### config.mk
export PLATFORM = sky130hd
export DESIGN_NAME = conv_top
export DESIGN_NICKNAME = d
export VERILOG_FILES = /design/src/source/conv_pkg.sv /design/src/source/kernel_pkg.sv /design/src/source/conv_top.sv /design/src/source/conv_ctrl.sv /design/src/source/kernel_mac.sv /design/src/source/window_gen.sv /design/src/source/line_buffer.sv
export SDC_FILE = /design/constraint.sdc
export NUM_CORES = 1
export LEC_CHECK = 0
export BUFFER_PORTS_ARGS = -buffer_cell sky130_fd_sc_hd__buf_4
export CAP_MARGIN = 20
export CORE_UTILIZATION = 55
export CTS_CLUSTER_SIZE = 25
export DETAILED_ROUTE_END_ITERATION = 12
export GPL_ROUTABILITY_DRIVEN = 1
export HOLD_SLACK_MARGIN = 0.02
export PLACE_DENSITY = 0.71
export SYNTH_ARGS = -nofsm -noshare
export SYNTH_HDL_FRONTEND = slang
export SYNTH_HIERARCHICAL = 1
export SYNTH_SLANG_ARGS = --single-unit
### constraint.sdc
create_clock -name clk -period 15.9 [get_ports clk]
set_input_delay 0 -clock clk [delete_from_list [all_inputs] [get_ports clk]]
set_output_delay 0 -clock clk [all_outputs]
set_load 0.03 [all_outputs]
### src/source/conv_pkg.sv
`default_nettype none

package conv_pkg;

    // ~~~~~~~~~~~~~~~~~~~~
    // frame geometry
    // ~~~~~~~~~~~~~~~~~~~~
    localparam int IMG_ROWS = 6;
    localparam int IMG_COLS = 8;
    localparam int PIX_W    = 8;

    localparam int FRAME_PIX = IMG_ROWS * IMG_COLS;

    // one row plus one pixel before the first window is complete.
    localparam int PRIME_BEATS = IMG_COLS + 1;
    localparam int TOTAL_BEATS = FRAME_PIX + PRIME_BEATS; // input plus flush.

    // ~~~~~~~~~~~~~~~~~~~~
    // counter widths
    // ~~~~~~~~~~~~~~~~~~~~
    localparam int ROW_W  = $clog2(IMG_ROWS);
    localparam int COL_W  = $clog2(IMG_COLS);
    localparam int BEAT_W = $clog2(TOTAL_BEATS + 1);

endpackage

`default_nettype wire
### src/source/kernel_pkg.sv
`default_nettype none

package kernel_pkg;

    // ~~~~~~~~~~~~~~~~~~~~
    // kernel opcodes
    // ~~~~~~~~~~~~~~~~~~~~
    typedef enum logic [1:0] {
        K_IDENTITY = 2'd0,  // center pixel.
        K_BOX      = 2'd1,  // sum of nine divided by eight.
        K_SHARPEN  = 2'd2,  // 5*center minus the four edge taps.
        K_EDGE     = 2'd3   // 8*center minus the other eight.
    } kernel_e;

    // ~~~~~~~~~~~~~~~~~~~~
    // arithmetic widths
    // ~~~~~~~~~~~~~~~~~~~~

    // sum of four pixels.
    localparam int SUM_W = conv_pkg::PIX_W + 2;

    // signed accumulator covering -2040..+2295.
    localparam int ACC_W = 13;

    // box filter divides by eight.
    localparam int BOX_SHIFT = 3;

endpackage

`default_nettype wire

### src/source/conv_top.sv
`timescale 1ns/1ps
`default_nettype none

module conv_top (
    input  wire                          clk,
    input  wire                          rst,
    input  wire                          i_start,
    input  wire  kernel_pkg::kernel_e    i_kernel,
    input  wire                          i_in_valid,
    input  wire  [conv_pkg::PIX_W-1:0]   i_in_pix,
    output logic                         o_in_ready,
    output logic                         o_out_valid,
    output logic [conv_pkg::PIX_W-1:0]   o_out_pix,
    output logic                         o_out_last,
    input  wire                          i_out_ready,
    output logic                         o_busy
);

    logic                       adv;
    logic                       shift;
    logic                       win_step;
    logic                       last_done;
    logic [conv_pkg::PIX_W-1:0] shift_pix;
    logic [conv_pkg::PIX_W-1:0] row0, row1, row2;
    logic [conv_pkg::PIX_W-1:0] w0, w1, w2, w3, w4, w5, w6, w7, w8;
    logic                       win_valid, win_last;
    kernel_pkg::kernel_e        kernel;

    assign last_done = o_out_valid && i_out_ready && o_out_last;

    conv_ctrl u_ctrl (
        .clk(clk), .rst(rst),
        .i_start(i_start), .i_kernel(i_kernel),
        .i_in_valid(i_in_valid), .i_in_pix(i_in_pix),
        .i_adv(adv), .i_out_last_done(last_done),
        .o_in_ready(o_in_ready), .o_shift(shift), .o_shift_pix(shift_pix),
        .o_win_step(win_step), .o_kernel(kernel), .o_busy(o_busy)
    );

    line_buffer u_lbuf (
        .clk(clk), .rst(rst),
        .i_shift(shift), .i_pix(shift_pix),
        .o_row0(row0), .o_row1(row1), .o_row2(row2)
    );

    window_gen u_win (
        .clk(clk), .rst(rst),
        .i_shift(shift), .i_step(win_step), .i_adv(adv),
        .i_row0(row0), .i_row1(row1), .i_row2(row2),
        .o_w0(w0), .o_w1(w1), .o_w2(w2), .o_w3(w3), .o_w4(w4),
        .o_w5(w5), .o_w6(w6), .o_w7(w7), .o_w8(w8),
        .o_win_valid(win_valid), .o_win_last(win_last)
    );

    kernel_mac u_mac (
        .clk(clk), .rst(rst),
        .i_kernel(kernel), .i_win_valid(win_valid),
        .i_w0(w0), .i_w1(w1), .i_w2(w2), .i_w3(w3), .i_w4(w4),
        .i_w5(w5), .i_w6(w6), .i_w7(w7), .i_w8(w8),
        .i_out_ready(i_out_ready), .i_last(win_last),
        .o_adv(adv), .o_out_valid(o_out_valid),
        .o_out_pix(o_out_pix), .o_out_last(o_out_last)
    );

endmodule

`default_nettype wire

### src/source/conv_ctrl.sv
`timescale 1ns/1ps
`default_nettype none

module conv_ctrl (
    input  wire                          clk,
    input  wire                          rst,
    input  wire                          i_start,
    input  wire  kernel_pkg::kernel_e    i_kernel,
    input  wire                          i_in_valid,
    input  wire  [conv_pkg::PIX_W-1:0]   i_in_pix,
    input  wire                          i_adv,
    input  wire                          i_out_last_done,
    output logic                         o_in_ready,
    output logic                         o_shift,
    output logic [conv_pkg::PIX_W-1:0]   o_shift_pix,
    output logic                         o_win_step,
    output kernel_pkg::kernel_e          o_kernel,
    output logic                         o_busy
);

    typedef enum logic [1:0] {
        IDLE,
        RUN,
        FLUSH,
        DRAIN
    } state_e;

    state_e                      state;
    logic [conv_pkg::BEAT_W-1:0] beat;   // input and flush beats of this frame.
    logic                        last_in, last_flush;

    assign last_in    = (beat == conv_pkg::BEAT_W'(conv_pkg::FRAME_PIX - 1));
    assign last_flush = (beat == conv_pkg::BEAT_W'(conv_pkg::TOTAL_BEATS - 1));

    // ~~~~~~~~~~~~~~~~~~~~
    // strobes
    // ~~~~~~~~~~~~~~~~~~~~
    assign o_in_ready  = (state == RUN) && i_adv;
    assign o_shift     = (o_in_ready && i_in_valid) || ((state == FLUSH) && i_adv);
    assign o_shift_pix = (state == FLUSH) ? '0 : i_in_pix; // zero flush beats.
    assign o_win_step  = o_shift && (beat >= conv_pkg::BEAT_W'(conv_pkg::PRIME_BEATS));
    assign o_busy      = (state != IDLE);

    // ~~~~~~~~~~~~~~~~~~~~
    // frame FSM
    // ~~~~~~~~~~~~~~~~~~~~
    always_ff @(posedge clk) begin
        if (rst) begin
            state <= IDLE;
            beat  <= '0;
        end else begin
            case (state)
                IDLE: begin
                    beat <= '0;
                    if (i_start) state <= RUN;
                end
                RUN: begin
                    if (o_shift) begin
                        beat <= beat + 1'b1;
                        if (last_in) state <= FLUSH;
                    end
                end
                FLUSH: begin
                    if (o_shift) begin
                        beat <= beat + 1'b1;
                        if (last_flush) state <= DRAIN;
                    end
                end
                default: begin
                    if (i_out_last_done) state <= IDLE; // last pixel taken.
                end
            endcase
        end
    end

    always_ff @(posedge clk) begin
        if (rst) begin
            o_kernel <= kernel_pkg::K_IDENTITY;
        end else if ((state == IDLE) && i_start) begin
            o_kernel <= i_kernel;  // held for the whole frame.
        end
    end

endmodule

`default_nettype wire

### src/source/kernel_mac.sv
`timescale 1ns/1ps
`default_nettype none

module kernel_mac (
    input  wire                          clk,
    input  wire                          rst,
    input  wire  kernel_pkg::kernel_e    i_kernel,
    input  wire                          i_win_valid,
    input  wire  [conv_pkg::PIX_W-1:0]   i_w0,
    input  wire  [conv_pkg::PIX_W-1:0]   i_w1,
    input  wire  [conv_pkg::PIX_W-1:0]   i_w2,
    input  wire  [conv_pkg::PIX_W-1:0]   i_w3,
    input  wire  [conv_pkg::PIX_W-1:0]   i_w4,
    input  wire  [conv_pkg::PIX_W-1:0]   i_w5,
    input  wire  [conv_pkg::PIX_W-1:0]   i_w6,
    input  wire  [conv_pkg::PIX_W-1:0]   i_w7,
    input  wire  [conv_pkg::PIX_W-1:0]   i_w8,
    input  wire                          i_out_ready,
    input  wire                          i_last,
    output logic                         o_adv,
    output logic                         o_out_valid,
    output logic [conv_pkg::PIX_W-1:0]   o_out_pix,
    output logic                         o_out_last
);

    logic                             s1_valid;
    logic                             s1_last;
    logic [conv_pkg::PIX_W-1:0]       s1_center;
    logic [kernel_pkg::SUM_W-1:0]     s1_edge;    // up, left, right, down.
    logic [kernel_pkg::SUM_W-1:0]     s1_corner;

    logic signed [kernel_pkg::ACC_W-1:0] c_s, e_s, k_s;
    logic signed [kernel_pkg::ACC_W-1:0] acc;
    logic [conv_pkg::PIX_W-1:0]          sat_pix;

    // the whole pipeline stalls while a result waits for the consumer.
    assign o_adv = !o_out_valid || i_out_ready;

    // ~~~~~~~~~~~~~~~~~~~~
    // stage one
    // ~~~~~~~~~~~~~~~~~~~~
    always_ff @(posedge clk) begin
        if (o_adv) begin
            s1_center <= i_w4;
            s1_edge   <= kernel_pkg::SUM_W'(i_w1) + kernel_pkg::SUM_W'(i_w3)
                       + kernel_pkg::SUM_W'(i_w5) + kernel_pkg::SUM_W'(i_w7);
            s1_corner <= kernel_pkg::SUM_W'(i_w0) + kernel_pkg::SUM_W'(i_w2)
                       + kernel_pkg::SUM_W'(i_w6) + kernel_pkg::SUM_W'(i_w8);
        end
    end

    // ~~~~~~~~~~~~~~~~~~~~
    // stage two
    // ~~~~~~~~~~~~~~~~~~~~
    assign c_s = kernel_pkg::ACC_W'(s1_center);
    assign e_s = kernel_pkg::ACC_W'(s1_edge);
    assign k_s = kernel_pkg::ACC_W'(s1_corner);

    always_comb begin
        case (i_kernel)
            kernel_pkg::K_IDENTITY: acc = c_s;
            kernel_pkg::K_BOX:      acc = (c_s + e_s + k_s) >>> kernel_pkg::BOX_SHIFT;
            kernel_pkg::K_SHARPEN:  acc = (c_s <<< 2) + c_s - e_s;
            default:                acc = (c_s <<< 3) - e_s - k_s; // edge detect.
        endcase
    end

    // clamp to 0..255.
    always_comb begin
        if (acc[kernel_pkg::ACC_W-1]) begin
            sat_pix = '0;
        end else if (|acc[kernel_pkg::ACC_W-2:conv_pkg::PIX_W]) begin
            sat_pix = '1;
        end else begin
            sat_pix = acc[conv_pkg::PIX_W-1:0];
        end
    end

    always_ff @(posedge clk) begin
        if (o_adv) begin
            o_out_pix <= sat_pix;
        end
    end

    always_ff @(posedge clk) begin
        if (rst) begin
            s1_valid    <= 1'b0;
            s1_last     <= 1'b0;
            o_out_valid <= 1'b0;
            o_out_last  <= 1'b0;
        end else if (o_adv) begin
            s1_valid    <= i_win_valid;
            s1_last     <= i_win_valid && i_last;
            o_out_valid <= s1_valid;
            o_out_last  <= s1_last;
        end
    end

endmodule

`default_nettype wire

### src/source/window_gen.sv
`timescale 1ns/1ps
`default_nettype none

module window_gen (
    input  wire                          clk,
    input  wire                          rst,
    input  wire                          i_shift,
    input  wire                          i_step,
    input  wire                          i_adv,
    input  wire  [conv_pkg::PIX_W-1:0]   i_row0,
    input  wire  [conv_pkg::PIX_W-1:0]   i_row1,
    input  wire  [conv_pkg::PIX_W-1:0]   i_row2,
    output logic [conv_pkg::PIX_W-1:0]   o_w0,
    output logic [conv_pkg::PIX_W-1:0]   o_w1,
    output logic [conv_pkg::PIX_W-1:0]   o_w2,
    output logic [conv_pkg::PIX_W-1:0]   o_w3,
    output logic [conv_pkg::PIX_W-1:0]   o_w4,
    output logic [conv_pkg::PIX_W-1:0]   o_w5,
    output logic [conv_pkg::PIX_W-1:0]   o_w6,
    output logic [conv_pkg::PIX_W-1:0]   o_w7,
    output logic [conv_pkg::PIX_W-1:0]   o_w8,
    output logic                         o_win_valid,
    output logic                         o_win_last
);

    // column 0 is the left edge and column 2 takes the new taps.
    logic [conv_pkg::PIX_W-1:0] top_sr [3];
    logic [conv_pkg::PIX_W-1:0] mid_sr [3];
    logic [conv_pkg::PIX_W-1:0] bot_sr [3];

    logic                       step_q;  // shift registers hold a full window.
    logic                       load;
    logic [conv_pkg::ROW_W-1:0] cen_row;
    logic [conv_pkg::COL_W-1:0] cen_col;
    logic                       row_first, row_last;
    logic                       col_first, col_last;

    assign load      = i_adv && step_q;
    assign row_first = (cen_row == '0);
    assign row_last  = (cen_row == conv_pkg::ROW_W'(conv_pkg::IMG_ROWS - 1));
    assign col_first = (cen_col == '0);
    assign col_last  = (cen_col == conv_pkg::COL_W'(conv_pkg::IMG_COLS - 1));

    // ~~~~~~~~~~~~~~~~~~~~
    // neighborhood shift
    // ~~~~~~~~~~~~~~~~~~~~
    always_ff @(posedge clk) begin
        if (i_shift) begin
            top_sr[0] <= top_sr[1];
            top_sr[1] <= top_sr[2];
            top_sr[2] <= i_row2;   // oldest row on top.
            mid_sr[0] <= mid_sr[1];
            mid_sr[1] <= mid_sr[2];
            mid_sr[2] <= i_row1;
            bot_sr[0] <= bot_sr[1];
            bot_sr[1] <= bot_sr[2];
            bot_sr[2] <= i_row0;   // newest row at the bottom.
        end
    end

    // ~~~~~~~~~~~~~~~~~~~~
    // position and flags
    // ~~~~~~~~~~~~~~~~~~~~
    always_ff @(posedge clk) begin
        if (rst) begin
            step_q      <= 1'b0;
            o_win_valid <= 1'b0;
            o_win_last  <= 1'b0;
            cen_row     <= '0;
            cen_col     <= '0;
        end else if (i_adv) begin
            step_q      <= i_step;
            o_win_valid <= step_q;
            if (step_q) begin
                o_win_last <= row_last && col_last;
                if (col_last) begin
                    cen_col <= '0;
                    cen_row <= row_last ? '0 : cen_row + 1'b1;
                end else begin
                    cen_col <= cen_col + 1'b1;
                end
            end
        end
    end

    // zero padding outside the frame.
    always_ff @(posedge clk) begin
        if (load) begin
            o_w0 <= (row_first || col_first) ? '0 : top_sr[0];
            o_w1 <= row_first                ? '0 : top_sr[1];
            o_w2 <= (row_first || col_last)  ? '0 : top_sr[2];
            o_w3 <= col_first                ? '0 : mid_sr[0];
            o_w4 <= mid_sr[1];
            o_w5 <= col_last                 ? '0 : mid_sr[2];
            o_w6 <= (row_last || col_first)  ? '0 : bot_sr[0];
            o_w7 <= row_last                 ? '0 : bot_sr[1];
            o_w8 <= (row_last || col_last)   ? '0 : bot_sr[2];
        end
    end

endmodule

`default_nettype wire

### src/source/line_buffer.sv
`timescale 1ns/1ps
`default_nettype none

module line_buffer (
    input  wire                          clk,
    input  wire                          rst,
    input  wire                          i_shift,
    input  wire  [conv_pkg::PIX_W-1:0]   i_pix,
    output logic [conv_pkg::PIX_W-1:0]   o_row0,
    output logic [conv_pkg::PIX_W-1:0]   o_row1,
    output logic [conv_pkg::PIX_W-1:0]   o_row2
);

    logic [conv_pkg::PIX_W-1:0] mem0 [conv_pkg::IMG_COLS]; // one row back.
    logic [conv_pkg::PIX_W-1:0] mem1 [conv_pkg::IMG_COLS]; // two rows back.

    logic [conv_pkg::COL_W-1:0] col_ptr;
    logic                       ptr_wrap;

    assign ptr_wrap = (col_ptr == conv_pkg::COL_W'(conv_pkg::IMG_COLS - 1));

    // ~~~~~~~~~~~~~~~~~~~~
    // row taps
    // ~~~~~~~~~~~~~~~~~~~~

    // the slot under the pointer holds the pixel one row (mem0) and
    // two rows (mem1) above the incoming one.
    assign o_row0 = i_pix;
    assign o_row1 = mem0[col_ptr];
    assign o_row2 = mem1[col_ptr];

    // ~~~~~~~~~~~~~~~~~~~~
    // cascade write back
    // ~~~~~~~~~~~~~~~~~~~~
    always_ff @(posedge clk) begin
        if (i_shift) begin
            mem0[col_ptr] <= i_pix;
            mem1[col_ptr] <= mem0[col_ptr]; // row1 moves down to row2.
        end
    end

    always_ff @(posedge clk) begin
        if (rst) begin
            col_ptr <= '0;
        end else if (i_shift) begin
            if (ptr_wrap) begin
                col_ptr <= '0;
            end else begin
                col_ptr <= col_ptr + 1'b1;
            end
        end
    end

endmodule

`default_nettype wire

==> key figures <==
Status
  • Outcome: finished clean

GRT
  • Pin count of the biggest net entering global routing: between 70 and 80
  • First-pass GRT wire length: approximately 45000 microns
  • Antenna violations before repair: 0
  • Tot GR Track Use: between 10% and 20%
  • Residual overflow from global routing: 0
  • Vias in the first global route: approximately 8.6k

Die
  • Core footprint: around 29000 sq um
  • Chip height: ~170 microns
  • Die footprint: between 30000 and 40000 sq um
  • Initial cell density of the core: a little under three fifths
  • Horiz. Die Dim: roughly 170 microns
  • Boundary Pins: 27
  • Number of rows in the core area: 62

Setup path
  • Required time at the worst-slack endpoint: ~16 ns
  • Startpoint kind of the worst setup timing path: flip-flop
  • Crit. End Element: flip-flop
  • Critical path peak fanout: 7
  • Critical Setup Path Class: flip-flop to flip-flop
  • Data arrival time of the critical path: ~4 ns

Cells and area
  • Signed area change from the synthesized netlist to the final layout: 12.2%
  • Final design utilization: between 60 and 70%
  • Layout cell share with drive strength beyond 1: between 10% and 20%
  • Antenna diodes: 0
  • Nets: 1246
  • Final non-filler cell total: roughly 1.5k

STA
  • Period Utilization, post-route: roughly a quarter
  • Fin Setup TNS: 0 ns
  • Final count of hold timing violations: 0
  • Setup skew after layout: roughly 0.024 ns
  • Worst slew margin: 34.4%
  • Worst-Margin Slew: roughly 1 ns
  • Setup repair after global routing missed its margin: false
  • Slew Limit Fails: 0
  • Fin crit period: about 3.9 ns
  • Setup violators final: 0
  • Maximum frequency from static timing analysis: 258 MHz

Placed design
  • Global placer's final weighted congestion: ~0.89
  • DP Cell Count: between 1k and 1.5k
  • Sum of net half-perimeters after detailed placement: about 19000 microns
  • Number of buffer cells added on primary ports: 26

Pwr
  • Leakage component of the power: approximately 6.6 nW
  • Sequential share of power: between 50% and 60%
  • Switching power summed over all nets: ~0.53 mW
  • Logic pwr share: a little under an eighth
  • Switching Share: between 20% and 30%
  • Total power density per cell area: between 100 and 150 nW/um^2
  • Maximum resistive drop on vdd: roughly 0.10 mV
  • Internal power: 1.73 mW
  • Clk pwr share: a little under two fifths

Job
  • Max-cap violation count: 0

Route
  • Per-cell via count in the routed design: around 5.6
  • Total met3 wirelength after detailed routing: roughly 1000 microns
  • Remaining antenna violation count: 0
  • Final WL: 28100 microns
  • Top Layer Used: met4
  • Routed wire length on met2: 13900 microns
  • Total routed wire length on the met1 layer: between 10000 and 15000 microns
  • Initial DRC count: between 400 and 500
  • Via total after detailed routing: between 8k and 9k
  • Remaining DRCs: 0
  • Pre-Repair DR Iteration Count: 5
  • Detailed-route wire length per cell: roughly 18 microns

Clock tree
  • Clock input transition at the sequential cells of the worst setup and hold paths: around 0.060 ns
  • CTS tree: yes
  • Number of CTS-inserted buffers: 37
  • CTS-repair resized insts: 0
  • # clock sinks: approximately 340
  • Root Buffer Master: sky130_fd_sc_hd__clkbuf_16
  • Maximum level of the CTS H-tree: 2
  • Clock latency at the later pin of the worst-skew pair: 0.53 ns
  • Max Root-Sink Buffers: 3

Logic synthesis
  • Area share of the largest cell type after synthesis: 57.4%
  • Mean cell area of the mapped netlist: approximately 15 sq um
  • Commonest cells in the synthesized netlist: 308 x sky130_fd_sc_hd__edfxtp_1, 76 x sky130_fd_sc_hd__inv_1, 73 x sky130_fd_sc_hd__ha_1
  • Flip-flop and latch count after synthesis: ~340
  • Cell types occupying the most area after synthesis: sky130_fd_sc_hd__edfxtp_1 57%, sky130_fd_sc_hd__fa_1 6.0%, sky130_fd_sc_hd__ha_1 5.7%
  • Sequential fraction of the synthesis area: between 60% and 70%
  • Count of flip-flops with a built-in enable after synthesis: 308
  • Synth area leader: sky130_fd_sc_hd__edfxtp_1
  • Top-count cell post-synth: sky130_fd_sc_hd__edfxtp_1
  • Cells after synthesis: 1047
  • Count of cell types in the netlist: 84
  • Most common flop cell mapped by yosys: sky130_fd_sc_hd__edfxtp_1
  • Post-synthesis instance area: between 15000 and 20000 sq um
  • Synth Warn #: 6
  • Async set or reset register ratio after synthesis: 0%
  • Net count of the mapped netlist: between 1k and 1.5k

Worst hold path
  • Type of the most critical hold path: primary input to flip-flop
==> worst paths after layout <==
kind              slack [ns]                from            endpoint  cells past startpoint
setup / recovery       12.03  u_mac/s1_center[0]  u_mac/o_out_pix[2]                     15
hold / removal          0.39         i_out_ready   u_mac/o_out_valid                      5
setup reg to reg       12.03  u_mac/s1_center[0]  u_mac/o_out_pix[2]                     15
hold reg to reg         0.42       u_win/o_w4[1]  u_mac/s1_center[1]                      0
==> state kept, by name (all words and copies together), names as in the netlist, 3 cells and up, named ones only <==
signal,count
u_win/top_sr,24
u_win/o_w8,8
u_mac/s1_corner,10
u_mac/o_out_pix,8
u_win/o_w7,8
u_win/cen_col,3
u_win/mid_sr,24
u_mac/s1_center,8
u_ctrl/beat,6
u_lbuf/col_ptr,3
u_win/o_w2,8
u_win/cen_row,3
u_mac/s1_edge,10
u_win/o_w5,8
u_win/bot_sr,24
u_lbuf/mem1,64
u_win/o_w0,8
u_win/o_w6,8
u_lbuf/mem0,64
u_win/o_w1,8
u_win/o_w3,8
u_win/o_w4,8
==> layer usage <==
| metal | vias to the layer above | track usage [%] |
|---|---|---|
| met1 | 4158 | 25.0 |
| met4 | 0 | 7.01 |
| met2 | 173 | 32.8 |
| li1 | 4059 | - |
| met5 | - | 0 |
| met3 | 66 | 2.96 |
==> cell families (layout without fill, tap and decap cells) <==
family / Yosys count / after routing / share of synthesized area (%)
AO/OA/AOI/OAI: 147 / 147 / 6.37
XOR/XNOR: 37 / 37 / 2.01
adder cells (fa/ha/maj): 121 / 121 / 11.6
buffers and inverters: 109 / 201 / 3.17
flip-flops: 337 / 337 / 61.0
multiplexers: 63 / 63 / 7.61
AND/OR/NAND/NOR: 233 / 233 / 8.26
==> power groups by stage <==
stage / registers (mW) / logic [mW] / clock network (mW)
after global placement: 1.16 / 0.265 / 0
after CTS: 1.14 / 0.276 / 0.867
final: 1.14 / 0.272 / 0.846
after global routing: 1.15 / 0.296 / 0.899
after detailed placement: 1.16 / 0.269 / 0
after floorplan: 1.16 / 0.204 / 0
==> cell type report <==
| cell class | instances | area (sq um) |
|---|---|---|
| clock buffer | 49 | 992 |
| clock inverter | 19 | 224 |
| fill | 2100 | 10700 |
| inverter | 76 | 285 |
| multi-input combinational | 601 | 5810 |
| sequential | 337 | 9830 |
| tap | 384 | 480 |
| timing repair buffer | 57 | 475 |
==> through the flow <==
stage	power [mW]	instance area, sq um	hold WS (ns)	worst slack, ns
3_3_place_gp	1.42	16700	0.276	12.12
5_1_grt	2.35	18100	0.399	11.72
6_report	2.26	18100	0.390	12.03
4_1_cts	2.29	18100	0.358	12.02
3_5_place_dp	1.43	16700	0.281	12.05
2_1_floorplan	1.36	16100	0.0691	10.49
==> placed cells by master (no fill, tap or decap), types with 4 or more instances in the layout <==
cell and n:
sky130_fd_sc_hd__edfxtp_1 308, sky130_fd_sc_hd__inv_1 75, sky130_fd_sc_hd__ha_1 73, sky130_fd_sc_hd__fa_1 48, sky130_fd_sc_hd__a21oi_1 42, sky130_fd_sc_hd__clkbuf_16 38, sky130_fd_sc_hd__buf_4 37, sky130_fd_sc_hd__nor2_1 36
sky130_fd_sc_hd__nand2_1 32, sky130_fd_sc_hd__and2_1 30, sky130_fd_sc_hd__dfxtp_1 29, sky130_fd_sc_hd__mux4_1 29, sky130_fd_sc_hd__nor2b_1 26, sky130_fd_sc_hd__xnor2_1 25, sky130_fd_sc_hd__o21ai_0 21, sky130_fd_sc_hd__and3_1 20
sky130_fd_sc_hd__dlygate4sd3_1 19, sky130_fd_sc_hd__mux2_2 18, sky130_fd_sc_hd__nand2b_1 16, sky130_fd_sc_hd__nor3b_1 16, sky130_fd_sc_hd__nor3_1 12, sky130_fd_sc_hd__nand3_1 12, sky130_fd_sc_hd__xor2_1 12, sky130_fd_sc_hd__clkbuf_1 11
sky130_fd_sc_hd__a21o_1 10, sky130_fd_sc_hd__o21ai_1 8, sky130_fd_sc_hd__mux2i_1 8, sky130_fd_sc_hd__clkinv_1 7, sky130_fd_sc_hd__mux4_2 7, sky130_fd_sc_hd__a31oi_1 7, sky130_fd_sc_hd__nand3b_1 5, sky130_fd_sc_hd__o211ai_1 5
sky130_fd_sc_hd__a211oi_1 5, sky130_fd_sc_hd__o21a_1 5, sky130_fd_sc_hd__bufinv_16 4, sky130_fd_sc_hd__a21boi_0 4
==> worst max-delay path, stage by stage (launching register included) <==
cell and delay [ns]:
sky130_fd_sc_hd__edfxtp_1 0.43, sky130_fd_sc_hd__ha_1 0.36, sky130_fd_sc_hd__or4b_4 0.49, sky130_fd_sc_hd__a22oi_2 0.22
sky130_fd_sc_hd__a21oi_1 0.13, sky130_fd_sc_hd__o21bai_1 0.14, sky130_fd_sc_hd__a21oi_1 0.09, sky130_fd_sc_hd__xnor2_1 0.13
sky130_fd_sc_hd__ha_1 0.36, sky130_fd_sc_hd__nand2_1 0.09, sky130_fd_sc_hd__a21oi_1 0.05, sky130_fd_sc_hd__a221o_1 0.34
sky130_fd_sc_hd__a211oi_1 0.37, sky130_fd_sc_hd__a31oi_4 0.07, sky130_fd_sc_hd__o211ai_2 0.22, sky130_fd_sc_hd__nand3_1 0.12
==> repair_timing <==
item,4_1_cts,5_1_grt
hold endpoints to repair,99,0
setup buffers,0,0
hold buffers,19,0
(Power assumes the default switching activity.)
